$ cat src/dsp_pkg.sv
package dsp_pkg;

    // Stream geometry
    localparam int lanes     = 4;
    localparam int ffe_taps  = 3;
    localparam int chan_taps = 2;

    // Field widths
    localparam int code_w   = 8;
    localparam int weight_w = 8;
    localparam int est_w    = 10;
    localparam int thresh_w = 10;
    localparam int chan_w   = 8;
    localparam int ecode_w  = 10;
    localparam int err_w    = 11;
    localparam int shift_w  = 4;
    localparam int flip_w   = 2;
    localparam int addr_w   = 6;
    localparam int data_w   = 16;

    // Internal arithmetic widths
    localparam int ffe_sum_w   = code_w + weight_w + 2;
    localparam int det_diff_w  = err_w + 1;
    localparam int det_cost_w  = 2 * det_diff_w;

    // Estimate saturation limits
    localparam int est_max = 2 ** (est_w - 1) - 1;
    localparam int est_min = -(2 ** (est_w - 1));

    typedef logic signed [code_w-1:0]   code_t;
    typedef logic signed [weight_w-1:0] weight_t;
    typedef logic signed [est_w-1:0]    est_t;
    typedef logic signed [thresh_w-1:0] thresh_t;
    typedef logic signed [chan_w-1:0]   chan_t;
    typedef logic signed [ecode_w-1:0]  ecode_t;
    typedef logic signed [err_w-1:0]    err_t;
    typedef logic [shift_w-1:0]         shift_t;
    typedef logic [flip_w-1:0]          flip_t;
    typedef logic [addr_w-1:0]          cfg_addr_t;
    typedef logic [data_w-1:0]          cfg_data_t;

    // Detector results
    localparam flip_t flip_keep = 2'd0;
    localparam flip_t flip_cur  = 2'd1;
    localparam flip_t flip_prev = 2'd2;

    // Register map
    localparam cfg_addr_t addr_weight_base = 6'd0;
    localparam cfg_addr_t addr_thresh_base = 6'd16;
    localparam cfg_addr_t addr_chan_base   = 6'd24;
    localparam cfg_addr_t addr_ffe_shift   = 6'd32;
    localparam cfg_addr_t addr_chan_shift  = 6'd33;

endpackage

$ cat src/channel_error.sv
`timescale 1ns/1ps

module channel_error (
    input  logic                                                          clk,
    input  logic                                                          rst_i,
    input  dsp_pkg::code_t   [dsp_pkg::lanes-1:0]                         codes_i,
    input  logic             [dsp_pkg::lanes-1:0]                         bits_i,
    input  dsp_pkg::chan_t   [dsp_pkg::lanes-1:0][dsp_pkg::chan_taps-1:0] chan_i,
    input  dsp_pkg::shift_t                                               chan_shift_i,
    output dsp_pkg::err_t    [dsp_pkg::lanes-1:0]                         error_o
);

    // Codes arrive already registered once at the top
    // Two more stages bring them level with the bit register in the FFE
    dsp_pkg::code_t [dsp_pkg::lanes-1:0] codes_d1_q;
    dsp_pkg::code_t [dsp_pkg::lanes-1:0] codes_d2_q;

    // Last bit of the previous word feeds the lane 0 post-cursor
    logic last_bit_q;

    logic [dsp_pkg::lanes-1:0] prev_bits;

    dsp_pkg::err_t [dsp_pkg::lanes-1:0] err_d;

    always_comb begin
        prev_bits[0] = last_bit_q;
        for (int l = 1; l < dsp_pkg::lanes; l++) begin
            prev_bits[l] = bits_i[l-1];
        end
    end

    always_comb begin
        dsp_pkg::chan_t  c0;
        dsp_pkg::chan_t  c1;
        dsp_pkg::ecode_t t0;
        dsp_pkg::ecode_t t1;
        dsp_pkg::ecode_t ecode;

        for (int l = 0; l < dsp_pkg::lanes; l++) begin
            c0 = chan_i[l][0];
            c1 = chan_i[l][1];

            // Bit 1 maps to +1, bit 0 to -1
            t0 = bits_i[l]    ? dsp_pkg::ecode_t'(c0) : -dsp_pkg::ecode_t'(c0);
            t1 = prev_bits[l] ? dsp_pkg::ecode_t'(c1) : -dsp_pkg::ecode_t'(c1);

            ecode    = t0 + t1;
            ecode    = ecode >>> chan_shift_i;
            err_d[l] = dsp_pkg::err_t'(ecode) - dsp_pkg::err_t'(codes_d2_q[l]);
        end
    end

    always_ff @(posedge clk) begin
        if (rst_i) begin
            codes_d1_q <= '0;
            codes_d2_q <= '0;
            last_bit_q <= 1'b0;
            error_o    <= '0;
        end else begin
            codes_d1_q <= codes_i;
            codes_d2_q <= codes_d1_q;
            last_bit_q <= bits_i[dsp_pkg::lanes-1];
            error_o    <= err_d;
        end
    end

endmodule

$ cat config.mk
export PLATFORM = sky130hd
export DESIGN_NAME = channel_error
export DESIGN_NICKNAME = d
export VERILOG_FILES = /design/src/dsp_pkg.sv /design/src/channel_error.sv
export SDC_FILE = /design/constraint.sdc
export NUM_CORES = 1
export LEC_CHECK = 0
export CAP_MARGIN = 25
export CORE_UTILIZATION = 50
export CTS_BUF_LIST = sky130_fd_sc_hd__clkbuf_4
export DETAILED_ROUTE_END_ITERATION = 10
export DONT_BUFFER_PORTS = 1
export PLACE_DENSITY = 0.74
export REMOVE_ABC_BUFFERS = 1
export SLEW_MARGIN = 10
export SYNTH_ARGS = -nofsm -noshare
export SYNTH_HDL_FRONTEND = slang
export SYNTH_SLANG_ARGS = --single-unit
$ cat constraint.sdc
create_clock -name clk -period 5.49 [get_ports clk]
set_clock_uncertainty 0.05 [all_clocks]
set_input_delay 1.3725 -clock clk [delete_from_list [all_inputs] [get_ports clk]]
set_output_delay 1.3725 -clock clk [all_outputs]
set_load 0.02 [all_outputs]
==> results.toml <==
[clock_tree]
postCtsSetupRepairBufs = 0
cts_resized = 0
clk_pin_slew_ns = 0.17
htree_levels = 3
clk_latency_ns = 0.45
tritoncts = "done"
clk_path_buf_depth = 2
cts-root-buf = "clkbuf_4"
postCtsHoldBufs = 0
clock_sinks = 109
numCtsBuffers = 9

[route]
vias = 8157
post_drt_wl_per_cell_um = 15.6
avgViaCountPerCell = 5.75
drtIter0Drc = 467
dr.pass1.iters = 5
drt_wl_total_mm = 22.1
ant_nets = 0
remaining_drc_errors = 0

[worst_setup_path]
startpoint_type = "input pin"
cp.required_ns = 5.84
crit_type = "input pin to register"
end_kind = "register"
cp.arrival_ns = 5.60
crit_fanout = 4

[yosys]
synth_mux_area_share_pct = 3.92
synth_top_area_share_pct = 24.2
synthSimpleGateAreaFrac_pct = 21.0
synthCells = 1131
synth-compound-area-share_pct = 22.6
synth-main-ff-cell = "dfxtp_1"
yosysWarnings = 0
synth_top_family_by_area = "compound AO/OA/AOI/OAI gates"
synthArstFlopShare_pct = 0
syn_avg_cell_area_um2 = 7.96
netlist-cell-type-count = 72
ys_ff_latch = 109
synthXorXnorAreaFrac_pct = 9.81
ys_seq_area_share_pct = 24.2
yosys.area_share.adder_pct = 13.4
ys_top_cells_by_area = "dfxtp_1, ha_1, nor2b_1"
synth_edf_count = 0
syn_area_um2 = 9010
yosys.area.top_type = "dfxtp_1"

[floorplanning]
num_rows = 48
core_um2 = 17400
die_height_um = 136
die_w_um = 136
pin_count = 150
dieArea_um2 = 18600
start_util_pct = 51.7

[global_routing]
globalRoute.totalOverflow = 0
grt_pass1_vias = 7786
grt_pass1_wl_mm = 35.9
track_usage_pct = 24.0
grt_antenna_before_repair = 0
grt_max_degree = 111

[finish]
fillers = 1629
num_antenna_cells = 0
post-route-util_pct = 57.0
seq_area_um2 = 2180
multi_input_area_um2 = 6400
layout-drive-gt1-share_pct = 12.5
nNetsFinal = 1387
design_area_um2 = 9930
fin_cells = 1418
area_growth_syn_to_layout_pct = 10.3

[sta]
setup_viol = 0
min_period_over_period_pct = 95.7
clock.fmax_ghz = 0.190
hold_viol = 0
setup_slack_ns = 0.237
tightestPinTransition_ns = 0.704
slew_headroom_pct = 53.0
fin_crit_ns = 5.25
drv_slew = 0

[job]
max_cap_viol_count = 0

[placement]
gp_congestion = 0.909
place_inst = 1403
pre_cts_ws_ns = -0.268
dpl_cell_area_um2 = 9770
place.detailed.hpwl_mm = 17.4
io_buffers = 0

[pwr]
finalPower_mw = 3.58
cellLeakagePower_nw = 4.22
power_density_nw_per_um2 = 360
vdd_drop_max_v = 0.000254

[run_status]
outcome = "completed"

[worst_hold_path]
hp-class = "register to register"
synth_stat cells (16+ instances only):
| cell | n |
|---|---|
| nor2b_1 | 85 |
| nand2_1 | 58 |
| xor2_1 | 60 |
| inv_1 | 57 |
| a21o_1 | 20 |
| nor2_1 | 135 |
| nor3_1 | 59 |
| mux2_2 | 16 |
| a31oi_1 | 18 |
| a211oi_1 | 24 |
| ha_1 | 84 |
| a21oi_1 | 85 |
| o21a_1 | 26 |
| o21ai_0 | 56 |
| clkbuf_1 | 28 |
| xnor2_1 | 39 |
| dfxtp_1 | 109 |
cells in the final DEF, fill, tap and decap left out, drive strengths merged, types with 10 or more instances in the layout:
master	Yosys	layout
a211o	10	10
a211oi	25	25
nand2	58	58
nor3	59	59
mux2	16	16
nor2	135	135
nor2b	85	85
a21oi	85	85
a21o	20	20
xor2	60	60
a31oi	18	18
inv	58	60
dfxtp	109	109
o21ai	57	57
buf	17	94
ha	84	84
o21a	26	26
xnor2	40	40
path summary, 6_finish.rpt:
kind | start | to | slack, ns | depth (start not counted)
min reg2reg | codes_d1_q[7] | codes_d2_q[7] | 0.39 | 1
max | chan_i[32] | error_o[32] | 0.24 | 20
max reg2reg | last_bit_q | error_o[10] | 0.89 | 19
min | codes_d1_q[7] | codes_d2_q[7] | 0.39 | 1
kinds of logic after synthesis:
logic type,after synthesis
compound gates,309
xor+xnor,100
fa+ha+maj,92
buf+inv,106
flops,109
mux,27
simple gates,388
metrics by stage:
stage               hold WS, ns  setup TNS (ns)
global route              0.401        -0.00228
floorplan                 0.364          -0.307
global placement          0.368           -1.38
CTS                       0.381               0
detailed placement        0.374           -2.73
finish                    0.389               0
sequential cells by signal, indices dropped and copies added, names as in the netlist:
signal / cells
codes_d1_q: 32
codes_d2_q: 32
error_o: 44
last_bit_q: 1
report_power, final:
group	internal, mW	switching [mW]	leakage (nW)	total, mW
Clock	0.142	0.261	0.0743	0.403
Combinational	0.996	1.04	3.24	2.04
Sequential	0.934	0.199	0.905	1.13
Total	2.07	1.50	4.22	3.58
metal layers:
layer	global-route usage [%]	vias to the layer above	routed length, um
met3	4.88	34	1310
li1	-	4141	-
met1	29.1	3743	9500
met5	0	-	0
met4	6.85	0	379
met2	42.5	239	10900
area by class of cell:
class                   count  area share, %
clock buffers               9          0.680
repair buffers             94           7.10
multi-input cells         916           64.5
well taps                 225           2.83
clock inverters             6          0.718
flip-flops and latches    109           22.0
inverters                  59           2.23
worst max-delay path, cell delays in order:
cell and delay [ns]:
inv_1 0.02, ha_1 0.27, mux2_2 0.30, fa_1 0.45, a211o_1 0.31, a21o_1 0.19
nand2_1 0.11, o2bb2ai_1 0.17, mux4_2 0.32, nor2_1 0.05, a311oi_1 0.39, ha_1 0.26
fa_1 0.20, nor2b_1 0.06, o21ai_0 0.24, a21boi_0 0.16, o21ai_0 0.27, a21oi_1 0.15
a21o_1 0.19, a21oi_1 0.12
Note: power is estimated with default switching activity, not from simulation.
