`src/dsp_pkg.sv`:
```
package dsp_pkg;

    // Stream geometry
    localparam int lanes     = 4;
    localparam int ffe_taps  = 3;
    localparam int chan_taps = 2;

    // Field widths
    localparam int code_w   = 8;
    localparam int weight_w = 8;
    localparam int est_w    = 10;
    localparam int thresh_w = 10;
    localparam int chan_w   = 8;
    localparam int ecode_w  = 10;
    localparam int err_w    = 11;
    localparam int shift_w  = 4;
    localparam int flip_w   = 2;
    localparam int addr_w   = 6;
    localparam int data_w   = 16;

    // Internal arithmetic widths
    localparam int ffe_sum_w   = code_w + weight_w + 2;
    localparam int det_diff_w  = err_w + 1;
    localparam int det_cost_w  = 2 * det_diff_w;

    // Estimate saturation limits
    localparam int est_max = 2 ** (est_w - 1) - 1;
    localparam int est_min = -(2 ** (est_w - 1));

    typedef logic signed [code_w-1:0]   code_t;
    typedef logic signed [weight_w-1:0] weight_t;
    typedef logic signed [est_w-1:0]    est_t;
    typedef logic signed [thresh_w-1:0] thresh_t;
    typedef logic signed [chan_w-1:0]   chan_t;
    typedef logic signed [ecode_w-1:0]  ecode_t;
    typedef logic signed [err_w-1:0]    err_t;
    typedef logic [shift_w-1:0]         shift_t;
    typedef logic [flip_w-1:0]          flip_t;
    typedef logic [addr_w-1:0]          cfg_addr_t;
    typedef logic [data_w-1:0]          cfg_data_t;

    // Detector results
    localparam flip_t flip_keep = 2'd0;
    localparam flip_t flip_cur  = 2'd1;
    localparam flip_t flip_prev = 2'd2;

    // Register map
    localparam cfg_addr_t addr_weight_base = 6'd0;
    localparam cfg_addr_t addr_thresh_base = 6'd16;
    localparam cfg_addr_t addr_chan_base   = 6'd24;
    localparam cfg_addr_t addr_ffe_shift   = 6'd32;
    localparam cfg_addr_t addr_chan_shift  = 6'd33;

endpackage

```
`src/ffe_slicer.sv`:
```
`timescale 1ns/1ps

module ffe_slicer (
    input  logic                                                          clk,
    input  logic                                                          rst_i,
    input  dsp_pkg::code_t   [dsp_pkg::lanes-1:0]                         codes_i,
    input  dsp_pkg::weight_t [dsp_pkg::lanes-1:0][dsp_pkg::ffe_taps-1:0]  weights_i,
    input  dsp_pkg::thresh_t [dsp_pkg::lanes-1:0]                         thresh_i,
    input  dsp_pkg::shift_t                                               ffe_shift_i,
    output logic             [dsp_pkg::lanes-1:0]                         bits_o
);

    localparam int hist_len = dsp_pkg::ffe_taps - 1;

    // Tail of the previous word with the oldest sample in entry 0
    dsp_pkg::code_t [hist_len-1:0] hist_q;

    dsp_pkg::code_t win [hist_len+dsp_pkg::lanes];

    dsp_pkg::est_t [dsp_pkg::lanes-1:0] est_d;
    dsp_pkg::est_t [dsp_pkg::lanes-1:0] est_q;

    always_comb begin
        for (int k = 0; k < hist_len; k++) begin
            win[k] = hist_q[k];
        end
        for (int l = 0; l < dsp_pkg::lanes; l++) begin
            win[hist_len+l] = codes_i[l];
        end
    end

    always_comb begin
        logic signed [dsp_pkg::ffe_sum_w-1:0] acc;
        logic signed [dsp_pkg::ffe_sum_w-1:0] shifted;
        dsp_pkg::weight_t w;
        dsp_pkg::code_t   x;

        for (int l = 0; l < dsp_pkg::lanes; l++) begin
            acc = '0;
            for (int t = 0; t < dsp_pkg::ffe_taps; t++) begin
                w   = weights_i[l][t];
                x   = win[hist_len+l-t];
                acc = acc + w * x;
            end
            shifted = acc >>> ffe_shift_i;

            if (shifted > dsp_pkg::est_max) begin
                est_d[l] = dsp_pkg::est_t'(dsp_pkg::est_max);
            end else if (shifted < dsp_pkg::est_min) begin
                est_d[l] = dsp_pkg::est_t'(dsp_pkg::est_min);
            end else begin
                est_d[l] = shifted[dsp_pkg::est_w-1:0];
            end
        end
    end

    always_ff @(posedge clk) begin
        if (rst_i) begin
            hist_q <= '0;
            est_q  <= '0;
            bits_o <= '0;
        end else begin
            hist_q <= codes_i[dsp_pkg::lanes-1:dsp_pkg::lanes-hist_len];
            est_q  <= est_d;
            for (int l = 0; l < dsp_pkg::lanes; l++) begin
                // Slicer ties resolve to 1
                bits_o[l] <= (est_q[l] >= thresh_i[l]);
            end
        end
    end

endmodule

```
`config.mk`:
```
export PLATFORM = sky130hd
export DESIGN_NAME = ffe_slicer
export DESIGN_NICKNAME = d
export VERILOG_FILES = /design/src/dsp_pkg.sv /design/src/ffe_slicer.sv
export SDC_FILE = /design/constraint.sdc
export NUM_CORES = 2
export LEC_CHECK = 0
export ABC_AREA = 1
export BUFFER_PORTS_ARGS = -buffer_cell sky130_fd_sc_hd__buf_2
export CORE_MARGIN = 1.5
export CORE_UTILIZATION = 30
export CTS_CLUSTER_SIZE = 16
export DETAILED_ROUTE_END_ITERATION = 10
export PLACE_DENSITY = 0.41
export SYNTH_ARGS = -nofsm -noshare
export SYNTH_HDL_FRONTEND = slang
export SYNTH_SLANG_ARGS = --single-unit
```
`constraint.sdc`:
```
create_clock -name clk -period 8 [get_ports clk]
set_input_delay 0.8 -clock clk [delete_from_list [all_inputs] [get_ports clk]]
set_output_delay 0.8 -clock clk [all_outputs]
set_load 0.01 [all_outputs]
```
==> metrics.cfg <==
[cells_and_area]
area_growth_pct = 9.092
final_nets = 6663
stdcell_count = 6987
layout-drive-gt1-share = 0.08362
fillers = 14440

[worst_setup_path]
crit_required_ns = 8.28
timing.rr.start = hist_q[15]
reg2reg_slack_ns = 0.77
end_kind = flip-flop
rr_endpoint = est_q[1]
crit_slowest_cell = fa_1
start_kind = input pin
reg2reg_depth = 28
cp_max_fo = 9
arrival_ns = 7.77
crit_type = input pin to flip-flop
max_stage_delay_ns = 0.54

[placed_design]
gp_congestion = 0.8321
portBuffers = 177
hpwl_um = 109600
placedCellCount = 6965

[synthesis]
netlist-cell-type-count = 61
async_reset_ff_frac = 0
synth_nets = 6568
ys.flop_type = dfxtp_1
ys_ff_latch = 60
netlist_area_mm2 = 0.04011
syn_area_per_cell_um2 = 7.825
synthCells = 5126
synth_edf_count = 0
ys_seq_area_frac = 0.02994
ys_warn_count = 0

[timing]
drv_slew = 0
skew_ns = 0.004863
fin_crit_sh = 0.9372
grt_setup_unrepaired = false
setup_violations = 0
hold_viol = 0
slew_headroom = 0.4536
tns_ns = 0
fin_crit_ns = 7.498
tightestPinTransition_ns = 0.8197
fmax_mhz = 133.4

[flow_run]
drv_cap = 0

[grt]
grt_antenna_before_repair = 13
grt_pass1_wl_um = 197600
grt_overflow_total = 0
first_global_vias = 33950
grt_util_all_layers = 0.1878
grt_start_max_net_pins = 72

[clock_network]
clock-sinks = 60
postCtsHoldBufs = 0
h-tree-depth = 3
clock_path_buffers = 2
cts_tree = built
cts-root-buf = clkbuf_16
ctsResizeCount = 0
clkTransAtPathRegs_ns = 0.06
cts_setup_buffers = 0
worst_skew_pair.late_latency_ns = 0.34
cts_made_buffers = 9

[run_status]
status = completed

[die]
num_rows = 133
die_area_mm2 = 0.1359
start_util = 0.3036
die_w_um = 368.7
pin_count = 178
die_h_um = 368.7
core_area_mm2 = 0.1321

[drt]
first_iter_violations = 1256
dr.pass1.iters = 5
vias = 30660
routed_via_density = 4.387
ant_nets = 0
drc_errors = 0
wire_per_inst_um = 17.32
routed_wl_um = 121000

[hold_path]
hold_class = flip-flop to flip-flop
min_to = bits_o[0]
hold_depth = 3
hp-start = est_q[8]

worst max-delay path by stage:
stage / start / to / slack [ns]
3_5_place_dp: codes_i[23] / est_q[21] / 0.02
5_1_grt: codes_i[23] / est_q[35] / 0.002
3_3_place_gp: codes_i[23] / est_q[21] / 0.02
4_1_cts: codes_i[23] / est_q[24] / 0.35
2_1_floorplan: codes_i[17] / est_q[33] / 0.90
6_report: codes_i[23] / est_q[31] / 0.50
worst max-delay path, delay by kind of cell:
kind | cells | cell delay, ns
adders and majority gates | 8 | 3.75
AOI/OAI and AO/OA | 1 | 0.11
and+or+nand+nor | 18 | 2.19
buffers and inverters | 6 | 0.90
per-layer routing:
| layer | global-route usage | vias to the layer above | routed length [µm] |
|---|---|---|---|
| met5 | 0 | - | 0 |
| met4 | 0.02382 | 0 | 1318 |
| met3 | 0.006799 | 66 | 2095 |
| met2 | 0.3452 | 314 | 62480 |
| met1 | 0.2498 | 15410 | 55120 |
| li1 | - | 14870 | - |
cell families (layout without fill, tap and decap cells):
group,Yosys count,after routing,synth area share
fa+ha+maj,1268,1268,0.5707
compound gates,305,305,0.04379
mux,6,6,0.001497
other cells,0,6,0
flops,60,60,0.02994
xor+xnor,59,59,0.01344
simple gates,1664,1664,0.1729
buf+inv,1764,1864,0.1677
through the flow:
stage                     area (µm²)    util  setup WS, ns  hold slack, ns
after CTS                      43730  0.3310        0.3531          0.6926
after global placement         43440  0.3288       0.01772          0.6796
after detailed placement       43440  0.3288       0.01939          0.6792
after global routing           43760  0.3312      0.001640          0.7479
after floorplan                40110       -        0.8979          0.6154
final                          43760  0.3312        0.5021          0.6864
Yosys cell counts (6+ instances only):
cell         n  share of area
a21oi_1    106          0.013
a21oi_2     12         0.0026
a31oi_1     15         0.0023
buf_1       11         0.0010
buf_2       15         0.0019
clkbuf_1   180          0.017
clkbuf_2    20         0.0025
dfxtp_1     60          0.030
fa_1       936           0.47
ha_1       332           0.10
inv_1     1517           0.14
inv_2        7        0.00066
mux2i_1      6         0.0015
nand2_1   1115           0.10
nand2_2     19         0.0030
nand2_4     11         0.0031
nand3_1    254          0.032
nand3_2      8         0.0020
nand4_1     14         0.0022
nor2_1     196          0.018
nor3_1       6        0.00075
o211ai_1    12         0.0022
o21ai_0    114          0.014
o21ai_1      7        0.00087
o21bai_1     7         0.0013
o31ai_1      7         0.0013
or2_2       21         0.0033
xnor2_1     30         0.0066
xor2_1      26         0.0057
layout by cell type, fill, tap and decap left out, types with 8 or more instances in the layout:
cell type and instances:
inv_1 1516, dfxtp_1 60, fa_1 936, a21oi_1 106, nand3_1 254, or2_2 21
xor2_1 26, a31oi_1 15, o211ai_1 12, nand4_1 14, clkbuf_16 9, ha_1 332
buf_4 130, buf_12 13, o21ai_0 114, nor2_1 196, nand2_4 11, nand3_2 8
xnor2_1 30, inv_2 9, nand2_1 1115, nand2_2 19, buf_2 172, a21oi_2 12
state kept, by name, summed over array words and instances (netlist names):
register / cells
hist_q: 16
bits_o: 4
est_q: 40
final cells by class:
| class | instances | area [µm²] | share of cell area |
|---|---|---|---|
| multi-input combinational | 3302 | 32180 | 0.7355 |
| sequential | 60 | 1201 | 0.02745 |
| inverter | 1529 | 5748 | 0.1314 |
| timing repair buffer | 319 | 2127 | 0.04861 |
| clock inverter | 5 | 36.28 | 0.0008292 |
| clock buffer | 11 | 252.7 | 0.005776 |
| tap | 1755 | 2196 | 0.05018 |
| antenna | 6 | 15.01 | 0.0003431 |
Power is left out: the tool's default activity adds up to more than one toggle a clock period on the data nets, which glitch-free logic cannot reach.
