$ cat src/dsp_pkg.sv
package dsp_pkg;

    // Stream geometry
    localparam int lanes     = 4;
    localparam int ffe_taps  = 3;
    localparam int chan_taps = 2;

    // Field widths
    localparam int code_w   = 8;
    localparam int weight_w = 8;
    localparam int est_w    = 10;
    localparam int thresh_w = 10;
    localparam int chan_w   = 8;
    localparam int ecode_w  = 10;
    localparam int err_w    = 11;
    localparam int shift_w  = 4;
    localparam int flip_w   = 2;
    localparam int addr_w   = 6;
    localparam int data_w   = 16;

    // Internal arithmetic widths
    localparam int ffe_sum_w   = code_w + weight_w + 2;
    localparam int det_diff_w  = err_w + 1;
    localparam int det_cost_w  = 2 * det_diff_w;

    // Estimate saturation limits
    localparam int est_max = 2 ** (est_w - 1) - 1;
    localparam int est_min = -(2 ** (est_w - 1));

    typedef logic signed [code_w-1:0]   code_t;
    typedef logic signed [weight_w-1:0] weight_t;
    typedef logic signed [est_w-1:0]    est_t;
    typedef logic signed [thresh_w-1:0] thresh_t;
    typedef logic signed [chan_w-1:0]   chan_t;
    typedef logic signed [ecode_w-1:0]  ecode_t;
    typedef logic signed [err_w-1:0]    err_t;
    typedef logic [shift_w-1:0]         shift_t;
    typedef logic [flip_w-1:0]          flip_t;
    typedef logic [addr_w-1:0]          cfg_addr_t;
    typedef logic [data_w-1:0]          cfg_data_t;

    // Detector results
    localparam flip_t flip_keep = 2'd0;
    localparam flip_t flip_cur  = 2'd1;
    localparam flip_t flip_prev = 2'd2;

    // Register map
    localparam cfg_addr_t addr_weight_base = 6'd0;
    localparam cfg_addr_t addr_thresh_base = 6'd16;
    localparam cfg_addr_t addr_chan_base   = 6'd24;
    localparam cfg_addr_t addr_ffe_shift   = 6'd32;
    localparam cfg_addr_t addr_chan_shift  = 6'd33;

endpackage

$ cat src/sliding_detector.sv
`timescale 1ns/1ps

module sliding_detector (
    input  logic                                                          clk,
    input  logic                                                          rst_i,
    input  logic             [dsp_pkg::lanes-1:0]                         bits_i,
    input  dsp_pkg::err_t    [dsp_pkg::lanes-1:0]                         error_i,
    input  dsp_pkg::chan_t   [dsp_pkg::lanes-1:0][dsp_pkg::chan_taps-1:0] chan_i,
    input  dsp_pkg::shift_t                                               chan_shift_i,
    output dsp_pkg::flip_t   [dsp_pkg::lanes-1:0]                         flip_pos_o
);

    // Bits lead the error by one register
    logic [dsp_pkg::lanes-1:0] bits_q;
    logic                      last_bit_q;

    logic [dsp_pkg::lanes-1:0] prev_bits;

    dsp_pkg::flip_t [dsp_pkg::lanes-1:0] flip_d;

    always_comb begin
        prev_bits[0] = last_bit_q;
        for (int l = 1; l < dsp_pkg::lanes; l++) begin
            prev_bits[l] = bits_q[l-1];
        end
    end

    always_comb begin
        dsp_pkg::chan_t g0;
        dsp_pkg::chan_t g1;
        logic signed [dsp_pkg::det_diff_w-1:0] e;
        logic signed [dsp_pkg::det_diff_w-1:0] inj0;
        logic signed [dsp_pkg::det_diff_w-1:0] inj1;
        logic signed [dsp_pkg::det_diff_w-1:0] d1;
        logic signed [dsp_pkg::det_diff_w-1:0] d2;
        logic signed [dsp_pkg::det_cost_w-1:0] cost0;
        logic signed [dsp_pkg::det_cost_w-1:0] cost1;
        logic signed [dsp_pkg::det_cost_w-1:0] cost2;
        logic signed [dsp_pkg::det_cost_w-1:0] best;

        for (int l = 0; l < dsp_pkg::lanes; l++) begin
            g0 = chan_i[l][0] >>> chan_shift_i;
            g1 = chan_i[l][1] >>> chan_shift_i;
            e  = error_i[l];

            // Error change caused by flipping a bit of sign s is -2*s*g
            inj0 = 2 * g0;
            inj1 = 2 * g1;
            d1   = bits_q[l]    ? e - inj0 : e + inj0;
            d2   = prev_bits[l] ? e - inj1 : e + inj1;

            cost0 = e * e;
            cost1 = d1 * d1;
            cost2 = d2 * d2;

            // Strict compares keep the lower index on ties
            flip_d[l] = dsp_pkg::flip_keep;
            best      = cost0;
            if (cost1 < best) begin
                flip_d[l] = dsp_pkg::flip_cur;
                best      = cost1;
            end
            if (cost2 < best) begin
                flip_d[l] = dsp_pkg::flip_prev;
            end
        end
    end

    always_ff @(posedge clk) begin
        if (rst_i) begin
            bits_q     <= '0;
            last_bit_q <= 1'b0;
            flip_pos_o <= '0;
        end else begin
            bits_q     <= bits_i;
            last_bit_q <= bits_q[dsp_pkg::lanes-1];
            flip_pos_o <= flip_d;
        end
    end

endmodule

$ cat config.mk
export PLATFORM = sky130hd
export DESIGN_NAME = sliding_detector
export DESIGN_NICKNAME = d
export VERILOG_FILES = /design/src/dsp_pkg.sv /design/src/sliding_detector.sv
export SDC_FILE = /design/constraint.sdc
export NUM_CORES = 2
export LEC_CHECK = 0
export BUFFER_PORTS_ARGS = -buffer_cell sky130_fd_sc_hd__buf_2
export CORE_MARGIN = 2
export CORE_UTILIZATION = 25
export DETAILED_ROUTE_END_ITERATION = 12
export GPL_TIMING_DRIVEN = 1
export PLACE_DENSITY = 0.46
export SLEW_MARGIN = 20
export SYNTH_ARGS = -nofsm -noshare
export SYNTH_HDL_FRONTEND = slang
export SYNTH_SLANG_ARGS = --single-unit
$ cat constraint.sdc
create_clock -name clk -period 41.8 [get_ports clk]
set_input_delay 4.18 -clock clk [delete_from_list [all_inputs] [get_ports clk]]
set_output_delay 4.18 -clock clk [all_outputs]
set_load 0.02 [all_outputs]
==> flow_summary.yaml <==
synthesis:
  synthTopCellsByArea: "fa_1 (43%), ha_1 (17%), inv_1 (11%), xnor2_1 (3.8%), nor2_1 (2.8%)"
  yosys_register_bits: 13
  yosysTopAreaCell: "fa_1"
  syn_nets: 9888
  synth_area_um2: 66200
  synthArstFlopShare_pct: 0
  post_synth_num_cell_types: 86
  syn_inst: 7480
  synth_top_cell_area_share_pct: 42.7
  synth-edff-count: 0
  synth_ff_type: "dfxtp_1"
  yosys_warnings: 0
  yosysSeqAreaShare_pct: 0.393
  syn_avg_cell_area_um2: 8.85
worst_hold_path:
  hold_depth: 1
  hold_path.class: "flop to flop"
  holdPathEnd: "last_bit_q"
  hold_start: "bits_q[3]"
clocking:
  cts_sinks: 13
  cts_inserted_buffers: 3
  cts_tree: "done"
  clk_pin_slew_ns: 0.08
  clk_path_buf_depth: 2
  cts-resized-gates: 0
  clock_latency_ns: 0.29
  cts_setup_buffers: 0
  clock-root-buffer: "clkbuf_16"
  h-tree-depth: 1
  cts_hold_buf: 0
floorplanning:
  initial_core_util_pct: 25.2
  rows: 188
  die_y_um: 519
  die_w_um: 519
  fp.dieArea_um2: 269000
  coreArea_um2: 263000
  ios: 126
routing:
  wl_per_cell_um: 16.0
  drc_errors: 0
  drtAntennaViolNets: 0
  wirelength_mm: 177
  dr.pass1.iters: 7
  drt-initial-drc-count: 2070
  vias_per_cell: 4.35
  num_vias: 48000
setup_path:
  cp_slowest_cell: "buf_4"
  rrSetupSlack_ns: 28.95
  cp-start-kind: "input port"
  reg2reg_from: "bits_q[1]"
  r2r_end: "flip_pos_o[2]"
  worst_path_largest_cell_delay_ns: 0.56
  cp_common_cell: "a21oi_1"
  rr_worst_depth: 51
  worstSetupPathType: "input port to flop"
  required_ns: 42.01
  path_max_fanout: 56
  arrival_ns: 18.45
  worst_setup_path_end_kind: "flop"
timing:
  layout_min_cycle_time_ns: 18.25
  fin_crit_sh_pct: 43.6
  rsz0062_at_grt: "false"
  worst-slew-pin-transition_ns: 1.09
  setup_viol: 0
  final_hold_viol_count: 0
  drv_slew: 0
  setup_tns_ns: 0
  slew_headroom_pct: 27.2
  finClkSkew_ns: 0.00728
  fmax_mhz: 54.8
job:
  max-cap-violations: 0
status:
  status: "finished clean"
layout:
  final_cell_mix: "inv_1 (1865), fa_1 (1412), ha_1 (878)"
  layout-drive-gt1-share_pct: 4.16
  area_growth_pct: 7.51
  layout_commonest_cell: "inv_1"
  fillers: 28600
  multi_input_area_um2: 58100
  num-nets-final: 9917
  seq_area_um2: 260
placement:
  hpwl_mm: 155
  gp_congestion: 0.853
  port_buffers: 125
global_route:
  antenna_found_initial: 31
  first_global_vias: 53300
  grt_usage_pct: 13.5
  globalRouteOverflowTotal: 0
  grt_pass1_wl_mm: 292
  grt_max_degree: 57
## per-layer routing
layer  vias up  share of wire [%]  wire [um]  GRT usage, %
li1      23000                  -          -             -
met1     24300                 44      78300          17.5
met2       604                 51      90300          24.5
met3       159                1.8       3170         0.446
met4         6                2.8       4910          3.41
met5         -              0.018         32             0
## cells in the mapped netlist (21+ instances only)
cell and count:
a21boi_0 29, nand2b_1 118, nor2_1 495, nor2b_1 89, nand2_1 494, fa_1 1412
a31oi_1 46, o21ai_0 134, o21a_1 62, a21oi_1 266, mux2i_1 100, nor3_1 50
o21bai_1 32, clkbuf_1 123, inv_1 1865, and3_1 27, nand3_1 66, buf_2 32
xnor2_1 290, a211oi_1 26, ha_1 878, mux2_2 21, clkinv_1 45, and2_1 212
xor2_1 120, a21o_1 117, or2_2 30
## critical path: cells and delay by family
kind | cells | cell delay, ns
XOR/XNOR | 1 | 0.11
buffers and inverters | 10 | 2.12
AND/OR/NAND/NOR | 10 | 2.34
multiplexers | 1 | 0.30
adder cells (fa/ha/maj) | 11 | 4.27
AO/OA/AOI/OAI | 25 | 5.02
## flip-flops by register name, summed over array words and instances (netlist names)
signal      count
flip_pos_o      8
last_bit_q      1
bits_q          4
## how the worst max path moves through the flow
stage / startpoint / slack, ns / depth (start not counted) / end
after floorplan: chan_shift_i[1] / 25.34 / 66 / flip_pos_o[2]
after global placement: chan_shift_i[1] / 23.67 / 57 / flip_pos_o[6]
after detailed placement: chan_shift_i[1] / 23.24 / 58 / flip_pos_o[6]
after CTS: chan_shift_i[1] / 23.44 / 58 / flip_pos_o[6]
after global routing: chan_shift_i[1] / 22.24 / 59 / flip_pos_o[6]
final: chan_shift_i[1] / 23.55 / 58 / flip_pos_o[6]
## cell families (layout without fill, tap and decap cells)
kind of cell | Yosys count | in the layout | synth area share (%)
AO/OA/AOI/OAI | 878 | 878 | 8.58
XOR/XNOR | 410 | 410 | 5.42
adder cells (fa/ha/maj) | 2293 | 2293 | 59.3
buffers and inverters | 2091 | 2119 | 12.0
flip-flops | 13 | 13 | 0.393
multiplexers | 142 | 142 | 2.54
other | 0 | 14 | 0
AND/OR/NAND/NOR | 1653 | 1653 | 11.8
## final cells by class
cell class	instances	area share [%]
sequential	13	0.366
clock buffer	4	0.111
timing repair buffer	192	1.59
inverter	1923	10.1
antenna	14	0.0492
tap	3515	6.18
multi-input combinational	5376	81.6
## through the flow
step                hold slack (ns)  cells  instance area [um^2]  utilization, %  setup slack (ns)
detailed placement            0.663  11000                 71100            27.0             23.24
global placement              0.668  11000                 71100            27.0             23.67
finish                        0.671  11000                 71200            27.1             23.55
CTS                           0.676  11000                 71100            27.1             23.44
floorplan                     0.662   7480                 66200               -             25.34
global route                  0.713  11000                 71200            27.1             22.24
Power is not shown: default switching activity piles up to over one toggle a cycle in this logic, so the estimate is an artifact.
