$ cat config.mk
export PLATFORM = sky130hd
export DESIGN_NAME = dsp_cfg_regs
export DESIGN_NICKNAME = d
export VERILOG_FILES = /design/src/dsp_pkg.sv /design/src/dsp_cfg_regs.sv
export SDC_FILE = /design/constraint.sdc
export NUM_CORES = 1
export LEC_CHECK = 0
export BUFFER_PORTS_ARGS = -buffer_cell sky130_fd_sc_hd__clkbuf_2
export CELL_PAD_IN_SITES_DETAIL_PLACEMENT = 0
export CELL_PAD_IN_SITES_GLOBAL_PLACEMENT = 2
export CORE_MARGIN = 5
export CORE_UTILIZATION = 30
export CTS_BUF_LIST = sky130_fd_sc_hd__clkbuf_2 sky130_fd_sc_hd__clkbuf_4 sky130_fd_sc_hd__clkbuf_8
export CTS_CLUSTER_DIAMETER = 200
export CTS_CLUSTER_SIZE = 10
export DETAILED_ROUTE_END_ITERATION = 10
export PLACE_DENSITY = 0.84
export SLEW_MARGIN = 0
export SYNTH_ARGS = -nofsm -noshare
export SYNTH_HDL_FRONTEND = slang
export SYNTH_SLANG_ARGS = --single-unit
$ cat constraint.sdc
create_clock -name clk -period 1.25 [get_ports clk]
set_clock_uncertainty 0.15 [all_clocks]
set_input_delay 0.125 -clock clk [delete_from_list [all_inputs] [get_ports clk]]
set_output_delay 0.125 -clock clk [all_outputs]
set_load 0.05 [all_outputs]
$ cat src/dsp_pkg.sv
package dsp_pkg;

    // Stream geometry
    localparam int lanes     = 4;
    localparam int ffe_taps  = 3;
    localparam int chan_taps = 2;

    // Field widths
    localparam int code_w   = 8;
    localparam int weight_w = 8;
    localparam int est_w    = 10;
    localparam int thresh_w = 10;
    localparam int chan_w   = 8;
    localparam int ecode_w  = 10;
    localparam int err_w    = 11;
    localparam int shift_w  = 4;
    localparam int flip_w   = 2;
    localparam int addr_w   = 6;
    localparam int data_w   = 16;

    // Internal arithmetic widths
    localparam int ffe_sum_w   = code_w + weight_w + 2;
    localparam int det_diff_w  = err_w + 1;
    localparam int det_cost_w  = 2 * det_diff_w;

    // Estimate saturation limits
    localparam int est_max = 2 ** (est_w - 1) - 1;
    localparam int est_min = -(2 ** (est_w - 1));

    typedef logic signed [code_w-1:0]   code_t;
    typedef logic signed [weight_w-1:0] weight_t;
    typedef logic signed [est_w-1:0]    est_t;
    typedef logic signed [thresh_w-1:0] thresh_t;
    typedef logic signed [chan_w-1:0]   chan_t;
    typedef logic signed [ecode_w-1:0]  ecode_t;
    typedef logic signed [err_w-1:0]    err_t;
    typedef logic [shift_w-1:0]         shift_t;
    typedef logic [flip_w-1:0]          flip_t;
    typedef logic [addr_w-1:0]          cfg_addr_t;
    typedef logic [data_w-1:0]          cfg_data_t;

    // Detector results
    localparam flip_t flip_keep = 2'd0;
    localparam flip_t flip_cur  = 2'd1;
    localparam flip_t flip_prev = 2'd2;

    // Register map
    localparam cfg_addr_t addr_weight_base = 6'd0;
    localparam cfg_addr_t addr_thresh_base = 6'd16;
    localparam cfg_addr_t addr_chan_base   = 6'd24;
    localparam cfg_addr_t addr_ffe_shift   = 6'd32;
    localparam cfg_addr_t addr_chan_shift  = 6'd33;

endpackage

$ cat src/dsp_cfg_regs.sv
`timescale 1ns/1ps

module dsp_cfg_regs (
    input  logic                                                   clk,
    input  logic                                                   rst_i,
    input  logic                                                   cfg_we_i,
    input  dsp_pkg::cfg_addr_t                                     cfg_addr_i,
    input  dsp_pkg::cfg_data_t                                     cfg_wdata_i,
    output dsp_pkg::weight_t [dsp_pkg::lanes-1:0][dsp_pkg::ffe_taps-1:0]  weights_o,
    output dsp_pkg::thresh_t [dsp_pkg::lanes-1:0]                  thresh_o,
    output dsp_pkg::chan_t   [dsp_pkg::lanes-1:0][dsp_pkg::chan_taps-1:0] chan_o,
    output dsp_pkg::shift_t                                        ffe_shift_o,
    output dsp_pkg::shift_t                                        chan_shift_o
);

    always_ff @(posedge clk) begin
        if (rst_i) begin
            weights_o    <= '0;
            thresh_o     <= '0;
            chan_o       <= '0;
            ffe_shift_o  <= '0;
            chan_shift_o <= '0;
        end else if (cfg_we_i) begin
            // FFE weights at lane * ffe_taps + tap
            for (int l = 0; l < dsp_pkg::lanes; l++) begin
                for (int t = 0; t < dsp_pkg::ffe_taps; t++) begin
                    if (cfg_addr_i == dsp_pkg::cfg_addr_t'(dsp_pkg::addr_weight_base
                            + l * dsp_pkg::ffe_taps + t)) begin
                        weights_o[l][t] <= dsp_pkg::weight_t'(
                            cfg_wdata_i[dsp_pkg::weight_w-1:0]);
                    end
                end
            end

            for (int l = 0; l < dsp_pkg::lanes; l++) begin
                if (cfg_addr_i == dsp_pkg::cfg_addr_t'(dsp_pkg::addr_thresh_base + l)) begin
                    thresh_o[l] <= dsp_pkg::thresh_t'(cfg_wdata_i[dsp_pkg::thresh_w-1:0]);
                end
            end

            // Channel taps at lane * chan_taps + tap
            for (int l = 0; l < dsp_pkg::lanes; l++) begin
                for (int t = 0; t < dsp_pkg::chan_taps; t++) begin
                    if (cfg_addr_i == dsp_pkg::cfg_addr_t'(dsp_pkg::addr_chan_base
                            + l * dsp_pkg::chan_taps + t)) begin
                        chan_o[l][t] <= dsp_pkg::chan_t'(cfg_wdata_i[dsp_pkg::chan_w-1:0]);
                    end
                end
            end

            if (cfg_addr_i == dsp_pkg::addr_ffe_shift) begin
                ffe_shift_o <= cfg_wdata_i[dsp_pkg::shift_w-1:0];
            end

            if (cfg_addr_i == dsp_pkg::addr_chan_shift) begin
                chan_shift_o <= cfg_wdata_i[dsp_pkg::shift_w-1:0];
            end
        end
    end

endmodule

==> metrics.md, run 1 <==
| Metric | Value |
|---|---|
| Measured slew at the worst slew-check pin | `342 ps` |
| Data arrival time of the worst path | `1070 ps` |
| Total standard cell area after synthesis | `8250 um2` |
| Met2 Usage GRT | `29.1%` |
| Row Count | `60` |
| GRT Util Overall | `17.1%` |
| Sequential area share after synthesis | `50.5%` |
| Outcome | `complete, but fails checks` |
| Main area contributors after synthesis | `dfxtp_1 50%, mux2i_1 25%, nand2b_1 17%, clkbuf_1 2.0%, nand3_2 1.8%` |
| Final weighted congestion of routability-driven global placement | `0.723` |
| CTS sink count | `208` |
| Crit path max-delay family | `flip-flops` |
| Mean Syn Cell Area | `11.2 um2` |
| Cell Chain, Critical Path | `clkbuf_16` |
| Setup-failing EPs final | `208` |
| Height of the chip | `176 um` |
| Worst setup EP type | `output port` |
| Die Outline Area | `30900 um2` |
| GRT Max-Usage Layer | `met2` |
| Sequential cell area | `4430 um2` |
| Post-layout instance area | `15200 um2` |
| Arithmetic-cell share of the synthesized area counting full adders, half adders and majority gates | `0%` |
| ANT cells | `0` |
| Min-Delay Path Class | `in2reg` |
| Combinational family with the most area after synthesis | `multiplexers` |
| Static leakage | `7.26 nW` |
| Share of cell area taken by muxes after synthesis | `25.2%` |
| Fmax | `0.743 GHz` |
| Met3 global-route usage | `7.02%` |
| Kind of start point of the critical path | `flop` |
| Die span in x | `176 um` |
| Data required time of the critical path | `980 ps` |
| Initial cell density of the core | `30.5%` |
| Maximum number of pins on one net before global-route repair | `92` |
| Failing checks | `hold timing, setup timing` |
| Gate Count Post-Synth | `736` |
| Routed vias/inst | `4.58` |
| Overflow left after global routing | `0` |
| Compound-Gate Fraction of Synth Area | `0%` |
| Cts bufs inserted | `24` |
| Clock tree from TritonCTS | `yes` |
| Average wire length per cell after detail routing | `19.8 um` |
| DPL Wire Length | `16700 um` |
| Total nets after synthesis | `761` |
| Slowest Stage Delay on Critical Path | `370 ps` |
| Cell with the biggest individual delay on the critical path | `dfxtp_2` |
| Post-synthesis simple-gate area fraction | `20.9%` |
| Via count of the first global-routing pass | `7017` |
| Clock root buffer | `clkbuf_8` |
| Min setup slack post-route | `-96.5 ps` |
| Cell area after placement | `10300 um2` |
| Time the final worst path needs with I/O delays and setup | `1350 ps` |
| Post-synthesis cell type count | `25` |
| Max-cap violation count | `0` |
| Wire length reported by the detailed router | `27700 um` |
| Share of post-route cells with drive strength above 1 | `57.4%` |
| Type of the worst setup path | `reg2out` |
| Slew Viols, Final | `0` |
| Initial DRT Pass Iterations | `4` |
| Number of primary I/O pins | `233` |
| Cell Pwr Density | `776 nW/um2` |
| Maximum fanout count along the critical path | `2` |
| Post-synthesis share of cell area spent on xor and xnor gates | `0%` |
| RSZ-0062 raised after global routing | `true` |
| Library cell with the largest summed area after synthesis | `dfxtp_1` |
| Post-detailed-route DRC marker count | `0` |
| Area growth from synthesis to final layout | `84.4%` |
| Clock input transition at the sequential cells of the worst setup and hold paths | `70 ps` |
| Clock insertion delay at the later pin of the skew report | `530 ps` |
| Routed via count | `6412` |
| First-pass GRT wire length | `42000 um` |
| Iteration-0 DRC count of the detailed router | `245` |
| Flip-flop and latch count after synthesis | `208` |
| VDD IR max | `0.747 mV` |
| Buffer and inverter count on the worst path | `1` |
| Number of filler cells placed in the layout | `2118` |
| Count of warnings emitted by yosys | `0` |
| Period Utilization, post-route | `108%` |
| Floorplan core area | `27000 um2` |
| Area of the multi-input gates | `3830 um2` |
| Final TNS setup | `-15000 ps` |
| Antenna violations before repair | `1` |
| Worst hold slack | `-20.2 ps` |
| Final hold vios | `11` |
| Antenna viol nets, final | `0` |
| NumNets Final | `1084` |
| Level count of the clock H-tree | `1` |
| Buffers added on ports | `226` |
| Global routing met1 resource utilization | `20.4%` |
| Longest Clk Path Bufs | `3` |
| Hold_buf cts | `12` |
| Top-area cell type share of the netlist area | `50.5%` |
| Max transition margin | `77.0%` |
power breakdown:
part | switching [mW] | internal [mW]
clock | 2.35 | 1.84
sequential | 0.0271 | 6.64
combinational | 0.504 | 0.462
logic make-up (layout without fill, tap and decap cells):
kind of cell  count (synthesis)  count (layout)
simple gates                259             259
buf+inv                      61             384
flops                       208             208
mux                         208             208
cell usage after synthesis:
master and n:
nand2b_1 218, dfxtp_1 208, mux2i_1 208, clkbuf_1 43
nand3_2 15, buf_2 9, buf_4 7, nand4b_1 4
nand4_1 3, and3_2 2, and3b_2 2, buf_6 2
nor2_1 2, nor2b_1 2, and2_1 1, and2_2 1
and2b_2 1, and3_1 1, nand2_1 1, nand2_2 1
nand3_1 1, nand4_2 1, nor2_2 1, nor3b_4 1
nor4_4 1
final cells by class:
| cell class | count | share of cell area [%] |
|---|---|---|
| timing repair buffer | 358 | 40.6 |
| sequential | 208 | 29.1 |
| multi-input combinational | 467 | 25.2 |
| tap | 341 | 2.80 |
| clock buffer | 26 | 2.35 |
path summary, 6_finish.rpt:
check | end | slack (ps) | from | depth (start not counted)
max | weights_o[91] | -100 | weights_o[91] | 1
min | thresh_o[1] | -20 | cfg_addr_i[0] | 5
max reg2reg | chan_o[5] | 270 | chan_o[5] | 4
min reg2reg | thresh_o[7] | 340 | thresh_o[7] | 2
what timing repair did:
action,in CTS,in global routing
setup endpoints to repair,208,208
gates resized for setup,786,50
pin swaps,0,0
endpoints found under the hold margin,208,6
buffers inserted,21,38
flip-flops by register name, indices dropped and copies added (netlist names):
register,cells
ffe_shift_o,4
weights_o,96
thresh_o,40
chan_shift_o,4
chan_o,64
cells in the final DEF (no fill, tap or decap), types with 13 or more instances in the layout:
cell,netlist,final
nand3_2,15,13
buf_4,7,96
buf_8,0,46
dfxtp_2,0,204
clkbuf_8,0,26
clkbuf_16,0,162
nand2b_1,218,216
mux2i_1,208,208
buf_12,0,25
clkbuf_2,0,17
tightest hold or removal path: stages:
cell      delay (ps)
clkbuf_2         140
nor4_4            80
nand3_2           90
buf_12           120
mux2i_1           70
metrics by stage:
stage	cells	util [%]	setup slack [ps]	power, mW
floorplan	736	-	-31.2	7.31
global placement	1303	38.2	-193	7.66
detailed placement	1303	38.2	-226	7.66
CTS	1362	55.0	-142	12.0
global route	1400	56.3	-164	12.3
finish	1400	56.3	-96.5	11.8
per-layer routing:
metal | vias to the layer above | routed length (um)
met5 | - | 13
met4 | 2 | 356
met3 | 36 | 2600
met2 | 194 | 13300
met1 | 3108 | 11400
li1 | 3072 | -
Power figures use the tool's default switching activity.
==> run 2: changes to the inputs <==
--- a/config.mk
+++ b/config.mk
@@ -15,6 +15,7 @@
 export CTS_CLUSTER_SIZE = 10
 export DETAILED_ROUTE_END_ITERATION = 10
 export PLACE_DENSITY = 0.84
+export SKIP_LAST_GASP = 1
 export SLEW_MARGIN = 0
 export SYNTH_ARGS = -nofsm -noshare
 export SYNTH_HDL_FRONTEND = slang
==> metrics.md, run 2 (synthesis results as in run 1) <==
| Metric | Value |
|---|---|
| Final hold vios | `11 (unchanged)` |
| Worst setup EP type | `output port` |
| Iteration-0 DRC count of the detailed router | `250 (+2.0%)` |
| Crit path max-delay family | `flip-flops` |
| Setup slack at placement | `-226 ps (unchanged)` |
| VDD IR max | `0.747 mV (about the same)` |
| Post-detailed-route DRC marker count | `0 (unchanged)` |
| Hold_buf cts | `12 (unchanged)` |
| Final weighted congestion of routability-driven global placement | `0.723 (unchanged)` |
| Cts bufs inserted | `24 (unchanged)` |
| Number of filler cells placed in the layout | `2119 (+0.047%)` |
| Setup-failing EPs final | `208 (unchanged)` |
| Largest Register | `weights_o` |
| Most frequent cells in the layout | `216 x nand2b_1, 208 x mux2i_1, 205 x dfxtp_2, 162 x clkbuf_16, 96 x buf_4` |
| Period Utilization, post-route | `108% (about the same)` |
| Die span in x | `176 um (unchanged)` |
| Core occupancy in the finished layout | `56.3% (about the same)` |
| Area of the multi-input gates | `3830 um2 (unchanged)` |
| Routed via count | `6411 (-0.016%)` |
| Min-Delay Path Class | `in2reg` |
| Outcome | `complete, but fails checks` |
| DPL Wire Length | `16700 um (unchanged)` |
| Kind of start point of the critical path | `flop` |
| Row Count | `60 (unchanged)` |
| Clock insertion delay at the later pin of the skew report | `530 ps (about the same)` |
| Failing checks | `hold timing, setup timing` |
| Count of cells along the worst register-to-register path | `4 (unchanged)` |
| Die Outline Area | `30900 um2 (unchanged)` |
| Floorplan core area | `27000 um2 (unchanged)` |
| Maximum fanout count along the critical path | `2 (unchanged)` |
| Via count of the first global-routing pass | `7017 (unchanged)` |
| Initial DRT Pass Iterations | `4 (unchanged)` |
| Data required time of the critical path | `980 ps (about the same)` |
| CTS sink count | `208 (unchanged)` |
| Buffer and inverter count on the worst path | `1 (unchanged)` |
| Level count of the clock H-tree | `1 (unchanged)` |
| Max transition margin | `77.0% (unchanged)` |
| Clock tree from TritonCTS | `yes` |
| Area growth from synthesis to final layout | `84.4% (about the same)` |
| Post-route insts no fill | `1400 (unchanged)` |
| Number of instances on the worst hold path | `5 (unchanged)` |
| RSZ-0062 raised after global routing | `true` |
| NumNets Final | `1084 (unchanged)` |
| Min setup slack post-route | `-96.4 ps (+0.0977 ps)` |
| Fmax | `0.743 GHz (about the same)` |
| Initial cell density of the core | `30.5% (unchanged)` |
| Data arrival time of the worst path | `1070 ps (about the same)` |
| Count of cell instances traversed by the critical path | `1 (unchanged)` |
| Slowest Stage Delay on Critical Path | `370 ps (about the same)` |
| Average wire length per cell after detail routing | `19.8 um (about the same)` |
| Worst hold slack | `-20.1 ps (+0.0944 ps)` |
| Sequential cell area | `4430 um2 (about the same)` |
| Height of the chip | `176 um (unchanged)` |
| Routed vias/inst | `4.58 (about the same)` |
| Most common library cell in the layout ignoring fill and taps | `nand2b_1` |
| Largest regs | `weights_o: 96 flops, chan_o: 64 flops, thresh_o: 40 flops` |
| Type of the worst setup path | `reg2out` |
| Static leakage | `7.26 nW (about the same)` |
| ANT cells | `0 (unchanged)` |
| Cell area after placement | `10300 um2 (unchanged)` |
| Slew Viols, Final | `0 (unchanged)` |
| Cell Chain, Critical Path | `clkbuf_16` |
| Clock root buffer | `clkbuf_8` |
| Wire length reported by the detailed router | `27700 um (about the same)` |
| Share of post-route cells with drive strength above 1 | `57.4% (unchanged)` |
| Post-layout instance area | `15200 um2 (about the same)` |
| Maximum number of pins on one net before global-route repair | `92 (unchanged)` |
| Cell Pwr Density | `777 nW/um2 (about the same)` |
| Max reg flops | `96 (unchanged)` |
| Cell with the biggest individual delay on the critical path | `dfxtp_2` |
| First-pass GRT wire length | `42000 um (unchanged)` |
| Longest Clk Path Bufs | `3 (unchanged)` |
| Number of primary I/O pins | `233 (unchanged)` |
| Overflow left after global routing | `0 (unchanged)` |
| Post-route total power | `11.8 mW (about the same)` |
| Clock input transition at the sequential cells of the worst setup and hold paths | `70 ps (about the same)` |
| Max-cap violation count | `0 (unchanged)` |
| GRT Util Overall | `17.1% (unchanged)` |
| Buffers added on ports | `226 (unchanged)` |
| Antenna viol nets, final | `0 (unchanged)` |
| Placed cells | `1303 (unchanged)` |
| Time the final worst path needs with I/O delays and setup | `1350 ps (-0.0977 ps)` |
| Antenna violations before repair | `1 (unchanged)` |
| Measured slew at the worst slew-check pin | `342 ps (unchanged)` |
==> run 2: path summary, 6_finish.rpt <==
check / endpoint / start / slack, ps
setup / recovery: weights_o[91] / weights_o[91] / -100
hold / removal: thresh_o[1] / cfg_addr_i[0] / -20
setup reg to reg: chan_o[5] / chan_o[5] / 270
hold reg to reg: thresh_o[7] / thresh_o[7] / 340
==> run 2: repair_timing <==
| item | CTS | global route |
|---|---|---|
| resized for setup | 786 | 49 |
| endpoints found under the setup margin | 208 | 208 |
| setup buffers | 21 | 38 |
| hold endpoints to repair | 208 | 6 |
==> run 2: final cells by class <==
cell class	instances	area share, %
well taps	341	2.80
repair buffers	358	40.6
clock buffers	26	2.35
multi-input cells	467	25.2
flip-flops and latches	208	29.1
==> run 2: per-stage QoR <==
stage                     TNS (ps)  hold slack, ps
after floorplan              -1590             196
after global placement      -26390             308
after detailed placement    -26760             312
after CTS                   -23320           -52.3
after global routing        -27000           -16.5
final                       -14990           -20.1
==> run 2: per-layer routing <==
layer	track usage (%)	up-vias	wire (um)
met5	0	-	13
met4	3.64	2	356
met3	7.02	36	2590
met2	29.1	192	13300
met1	20.4	3110	11400
li1	-	3071	-
==> run 2: where the power goes <==
group	leakage (nW)	internal [mW]	switching [mW]
Sequential	1.78	6.64	0.0271
Clock	0.187	1.84	2.34
Combinational	5.29	0.462	0.504
==> run 3: changes to the inputs <==
--- a/config.mk
+++ b/config.mk
@@ -5,16 +5,17 @@
 export SDC_FILE = /design/constraint.sdc
 export NUM_CORES = 1
 export LEC_CHECK = 0
+export ABC_AREA = 1
 export BUFFER_PORTS_ARGS = -buffer_cell sky130_fd_sc_hd__clkbuf_2
 export CELL_PAD_IN_SITES_DETAIL_PLACEMENT = 0
 export CELL_PAD_IN_SITES_GLOBAL_PLACEMENT = 2
 export CORE_MARGIN = 5
-export CORE_UTILIZATION = 30
+export CORE_UTILIZATION = 26
 export CTS_BUF_LIST = sky130_fd_sc_hd__clkbuf_2 sky130_fd_sc_hd__clkbuf_4 sky130_fd_sc_hd__clkbuf_8
 export CTS_CLUSTER_DIAMETER = 200
 export CTS_CLUSTER_SIZE = 10
 export DETAILED_ROUTE_END_ITERATION = 10
-export PLACE_DENSITY = 0.84
+export PLACE_DENSITY = 0.85
 export SKIP_LAST_GASP = 1
 export SLEW_MARGIN = 0
 export SYNTH_ARGS = -nofsm -noshare
==> metrics.md, run 3 <==
| Metric | Value |
|---|---|
| Outcome | `complete, but fails checks` |
| Failing checks | `setup timing` |
| Static leakage | `6.14 nW (-15%)` |
| Met2 Usage GRT | `30.5% (+1.4 points)` |
| Longest Clk Path Bufs | `3 (unchanged)` |
| Global routing met1 resource utilization | `23.5% (+3.1 points)` |
| Share of post-route cells with drive strength above 1 | `38.6% (-19 points)` |
| Number of filler cells placed in the layout | `2917 (+38%)` |
| Routed via count | `8691 (+36%)` |
| Total nets after synthesis | `1233 (+62%)` |
| Most common library cell in the layout ignoring fill and taps | `nor2_1` |
| Combinational family with the most area after synthesis | `simple AND/OR/NAND/NOR gates` |
| Cell Chain, Critical Path | `clkbuf_16` |
| GRT Max-Usage Layer | `met2` |
| Antenna viol nets, final | `0 (unchanged)` |
| Top-area cell type share of the netlist area | `50.1% (-0.37 points)` |
| Compound-Gate Fraction of Synth Area | `0% (unchanged)` |
| Worst setup EP type | `output port` |
| Clock root buffer | `clkbuf_8` |
| Gate Count Post-Synth | `1208 (+64%)` |
| Iteration-0 DRC count of the detailed router | `567 (+130%)` |
| Maximum fanout count along the critical path | `2 (unchanged)` |
| Max transition margin | `73.8% (-3.2 points)` |
| Data arrival time of the worst path | `1110 ps (+40 ps)` |
| Reg-to-reg setup timing slack | `380 ps (+110 ps)` |
| Level count of the clock H-tree | `1 (unchanged)` |
| Area growth from synthesis to final layout | `80.0%` |
| Cell area after placement | `10500 um2 (+2.2%)` |
| Initial DRT Pass Iterations | `5 (+1)` |
| Cell with the biggest individual delay on the critical path | `dfxtp_4` |
| Type of the worst setup path | `reg2out` |
| VDD IR max | `0.615 mV (-18%)` |
| Mean Syn Cell Area | `6.88 um2 (-39%)` |
| Min-Delay Path Class | `in2reg` |
| Row Count | `65 (+8.3%)` |
| Endpoint of the worst setup timing path | `chan_o[49]` |
| Buffer and inverter count on the worst path | `1 (unchanged)` |
| Clock tree from TritonCTS | `yes` |
| Flip-flop and latch count after synthesis | `208 (unchanged)` |
| Largest regs | `weights_o: 96 flops, chan_o: 64 flops, thresh_o: 40 flops` |
| Library cell with the largest summed area after synthesis | `dfxtp_1` |
| Count of cell instances traversed by the critical path | `1 (unchanged)` |
| Launch instance of the worst register-to-register path | `weights_o[84]` |
| Max reg flops | `96 (unchanged)` |
| Wire length reported by the detailed router | `33400 um (+21%)` |
| Max-cap violation count | `0 (unchanged)` |
| Number of instances on the worst hold path | `6 (+1)` |
| Count of cells along the worst register-to-register path | `3 (-1)` |
| Clock insertion delay at the later pin of the skew report | `550 ps (+20 ps)` |
| Maximum number of pins on one net before global-route repair | `54 (-41%)` |
| First-pass GRT wire length | `52100 um (+24%)` |
| Setup slack at placement | `-276 ps (-49.8 ps)` |
| Data required time of the critical path | `980 ps (about the same)` |
| Setup-failing EPs final | `208 (unchanged)` |
| Antenna violations before repair | `1 (unchanged)` |
| Final hold vios | `0 (-11)` |
| Average wire length per cell after detail routing | `17.7 um (-11%)` |
| Most frequent cells in the layout | `439 x nor2_1, 255 x nand2_1, 189 x nand3_1, 186 x dfxtp_2, 148 x clkbuf_16` |
| Cell Pwr Density | `829 nW/um2 (+6.7%)` |
| Reg2Reg Capture Point | `weights_o[84]` |
| RSZ-0062 raised after global routing | `true` |
| Final weighted congestion of routability-driven global placement | `0.757 (+4.7%)` |
| Measured slew at the worst slew-check pin | `391 ps (+49.0 ps)` |
| Routed vias/inst | `4.60 (+0.36%)` |
| Largest Register | `weights_o` |
| Slew Viols, Final | `0 (unchanged)` |
| Die span in x | `189 um (+7.4%)` |
| Met3 global-route usage | `5.15% (-1.9 points)` |
| Post-layout instance area | `15000 um2 (-1.6%)` |
| Min setup slack post-route | `-137 ps (-40.3 ps)` |
| Period Utilization, post-route | `111% (+3.2 points)` |
| Number of primary I/O pins | `233 (unchanged)` |
| CTS sink count | `208 (unchanged)` |
| Cts bufs inserted | `24 (unchanged)` |
| Floorplan core area | `31600 um2 (+17%)` |
| Top-count cell post-synth | `nor2_1` |
| Overflow left after global routing | `0 (unchanged)` |
| Leading register cell type out of synthesis | `dfxtp_1` |
| NumNets Final | `1513 (+40%)` |
| Post-synthesis cell type count | `14 (-44%)` |
| Worst hold slack | `33.2 ps (+53.3 ps)` |
| Buffers added on ports | `226 (unchanged)` |
| Fmax | `0.721 GHz (-2.9%)` |
| Time the final worst path needs with I/O delays and setup | `1390 ps (+40.3 ps)` |
| Height of the chip | `189 um (+7.4%)` |
| Total standard cell area after synthesis | `8310 um2 (+0.74%)` |
| Via count of the first global-routing pass | `8628 (+23%)` |
| Initial cell density of the core | `26.3% (-4.2 points)` |
| DPL Wire Length | `20500 um (+23%)` |
| Sequential area share after synthesis | `50.1% (-0.37 points)` |
| Crit path max-delay family | `flip-flops` |
| Share of synthesized registers carrying an async set or reset | `0% (unchanged)` |
| Post-route total power | `12.4 mW (+4.9%)` |
| Arithmetic-cell share of the synthesized area counting full adders, half adders and majority gates | `0% (unchanged)` |
| Post-synthesis simple-gate area fraction | `45.3% (+24 points)` |
| Share of cell area taken by muxes after synthesis | `0% (-25 points)` |
| Count of warnings emitted by yosys | `0 (unchanged)` |
| Die Outline Area | `35700 um2 (+15%)` |
| Cell types with the highest counts after synthesis | `440 x nor2_1, 255 x nand2_1, 208 x dfxtp_1` |
| Slowest Stage Delay on Critical Path | `380 ps (about the same)` |
| Clock input transition at the sequential cells of the worst setup and hold paths | `80 ps (about the same)` |
| Post-synthesis share of cell area spent on xor and xnor gates | `0% (unchanged)` |
| Main area contributors after synthesis | `dfxtp_1 50%, nor2_1 20%, nand2_1 12%, nand3_1 11%, buf_2 1.6%` |
| Kind of start point of the critical path | `flop` |
| Post-detailed-route DRC marker count | `0 (unchanged)` |
| Post-synth EDFFs | `0 (unchanged)` |
| GRT Util Overall | `18.3% (+1.2 points)` |
| Critical Path Source | `chan_o[49]` |
## run 3: changes by cell type after synthesis, sizes merged, moves of 4 or more
cell,change
nor2,+462
nand2,+254
nand2b,-218
mux2i,-208
nand3,+173
buf,+25
clkbuf,-18
inv,+18
clkinv,+4
nand4,-4
nand4b,-4
## run 3: worst min path at each step
stage                       to  slack (ps)            from
4_1_cts              chan_o[9]         -10   cfg_addr_i[2]
6_report             chan_o[9]          30   cfg_addr_i[2]
2_1_floorplan      thresh_o[8]         210  cfg_wdata_i[8]
3_5_place_dp        chan_o[40]         320      chan_o[40]
5_1_grt        chan_shift_o[0]          50   cfg_addr_i[5]
3_3_place_gp      thresh_o[14]         310    thresh_o[14]
## run 3: what timing repair did
| item | in CTS | in global routing |
|---|---|---|
| setup buffers | 3 | 6 |
| hold endpoints to repair | 204 | 0 |
| resized for setup | 781 | 73 |
| endpoints found under the setup margin | 208 | 213 |
| hold buffers | 12 | 0 |
| pin swaps | 0 | 0 |
## run 3: area by class of cell
type                            count  area, um2  share of cell area [%]
Multi-Input combinational cell    910       3780                    25.3
Clock buffer                       26        358                    2.39
Antenna cell                        1       2.50                  0.0167
Inverter                           22       87.6                   0.585
Timing Repair Buffer              322       5760                    38.5
Sequential cell                   208       4480                    29.9
Tap cell                          402        503                    3.36
## run 3: kinds of logic (layout without fill, tap and decap cells)
kind of cell | Yosys count | in the layout
buffers and inverters | 90 | 370
DFF | 208 | 208
and+or+nand+nor | 910 | 910
other | 0 | 1
## run 3: metrics by stage
step | cells | setup TNS, ps | util (%)
floorplan | 1208 | 0 | -
global placement | 1844 | -28390 | 33.4
global route | 1891 | -29280 | 47.4
finish | 1891 | -18480 | 47.4
CTS | 1885 | -29020 | 47.0
detailed placement | 1844 | -27700 | 33.4
## run 3: routing by layer
layer  routed length [um]  up-vias
met1                14500     4098
met2                15700      241
met5                    0        -
met3                 2380       48
met4                  857        0
li1                     -     4304
## run 3: power breakdown
| part | switching, mW | internal, mW |
|---|---|---|
| clock | 2.44 | 1.83 |
| combinational | 0.900 | 0.545 |
| sequential | 0.0506 | 6.63 |
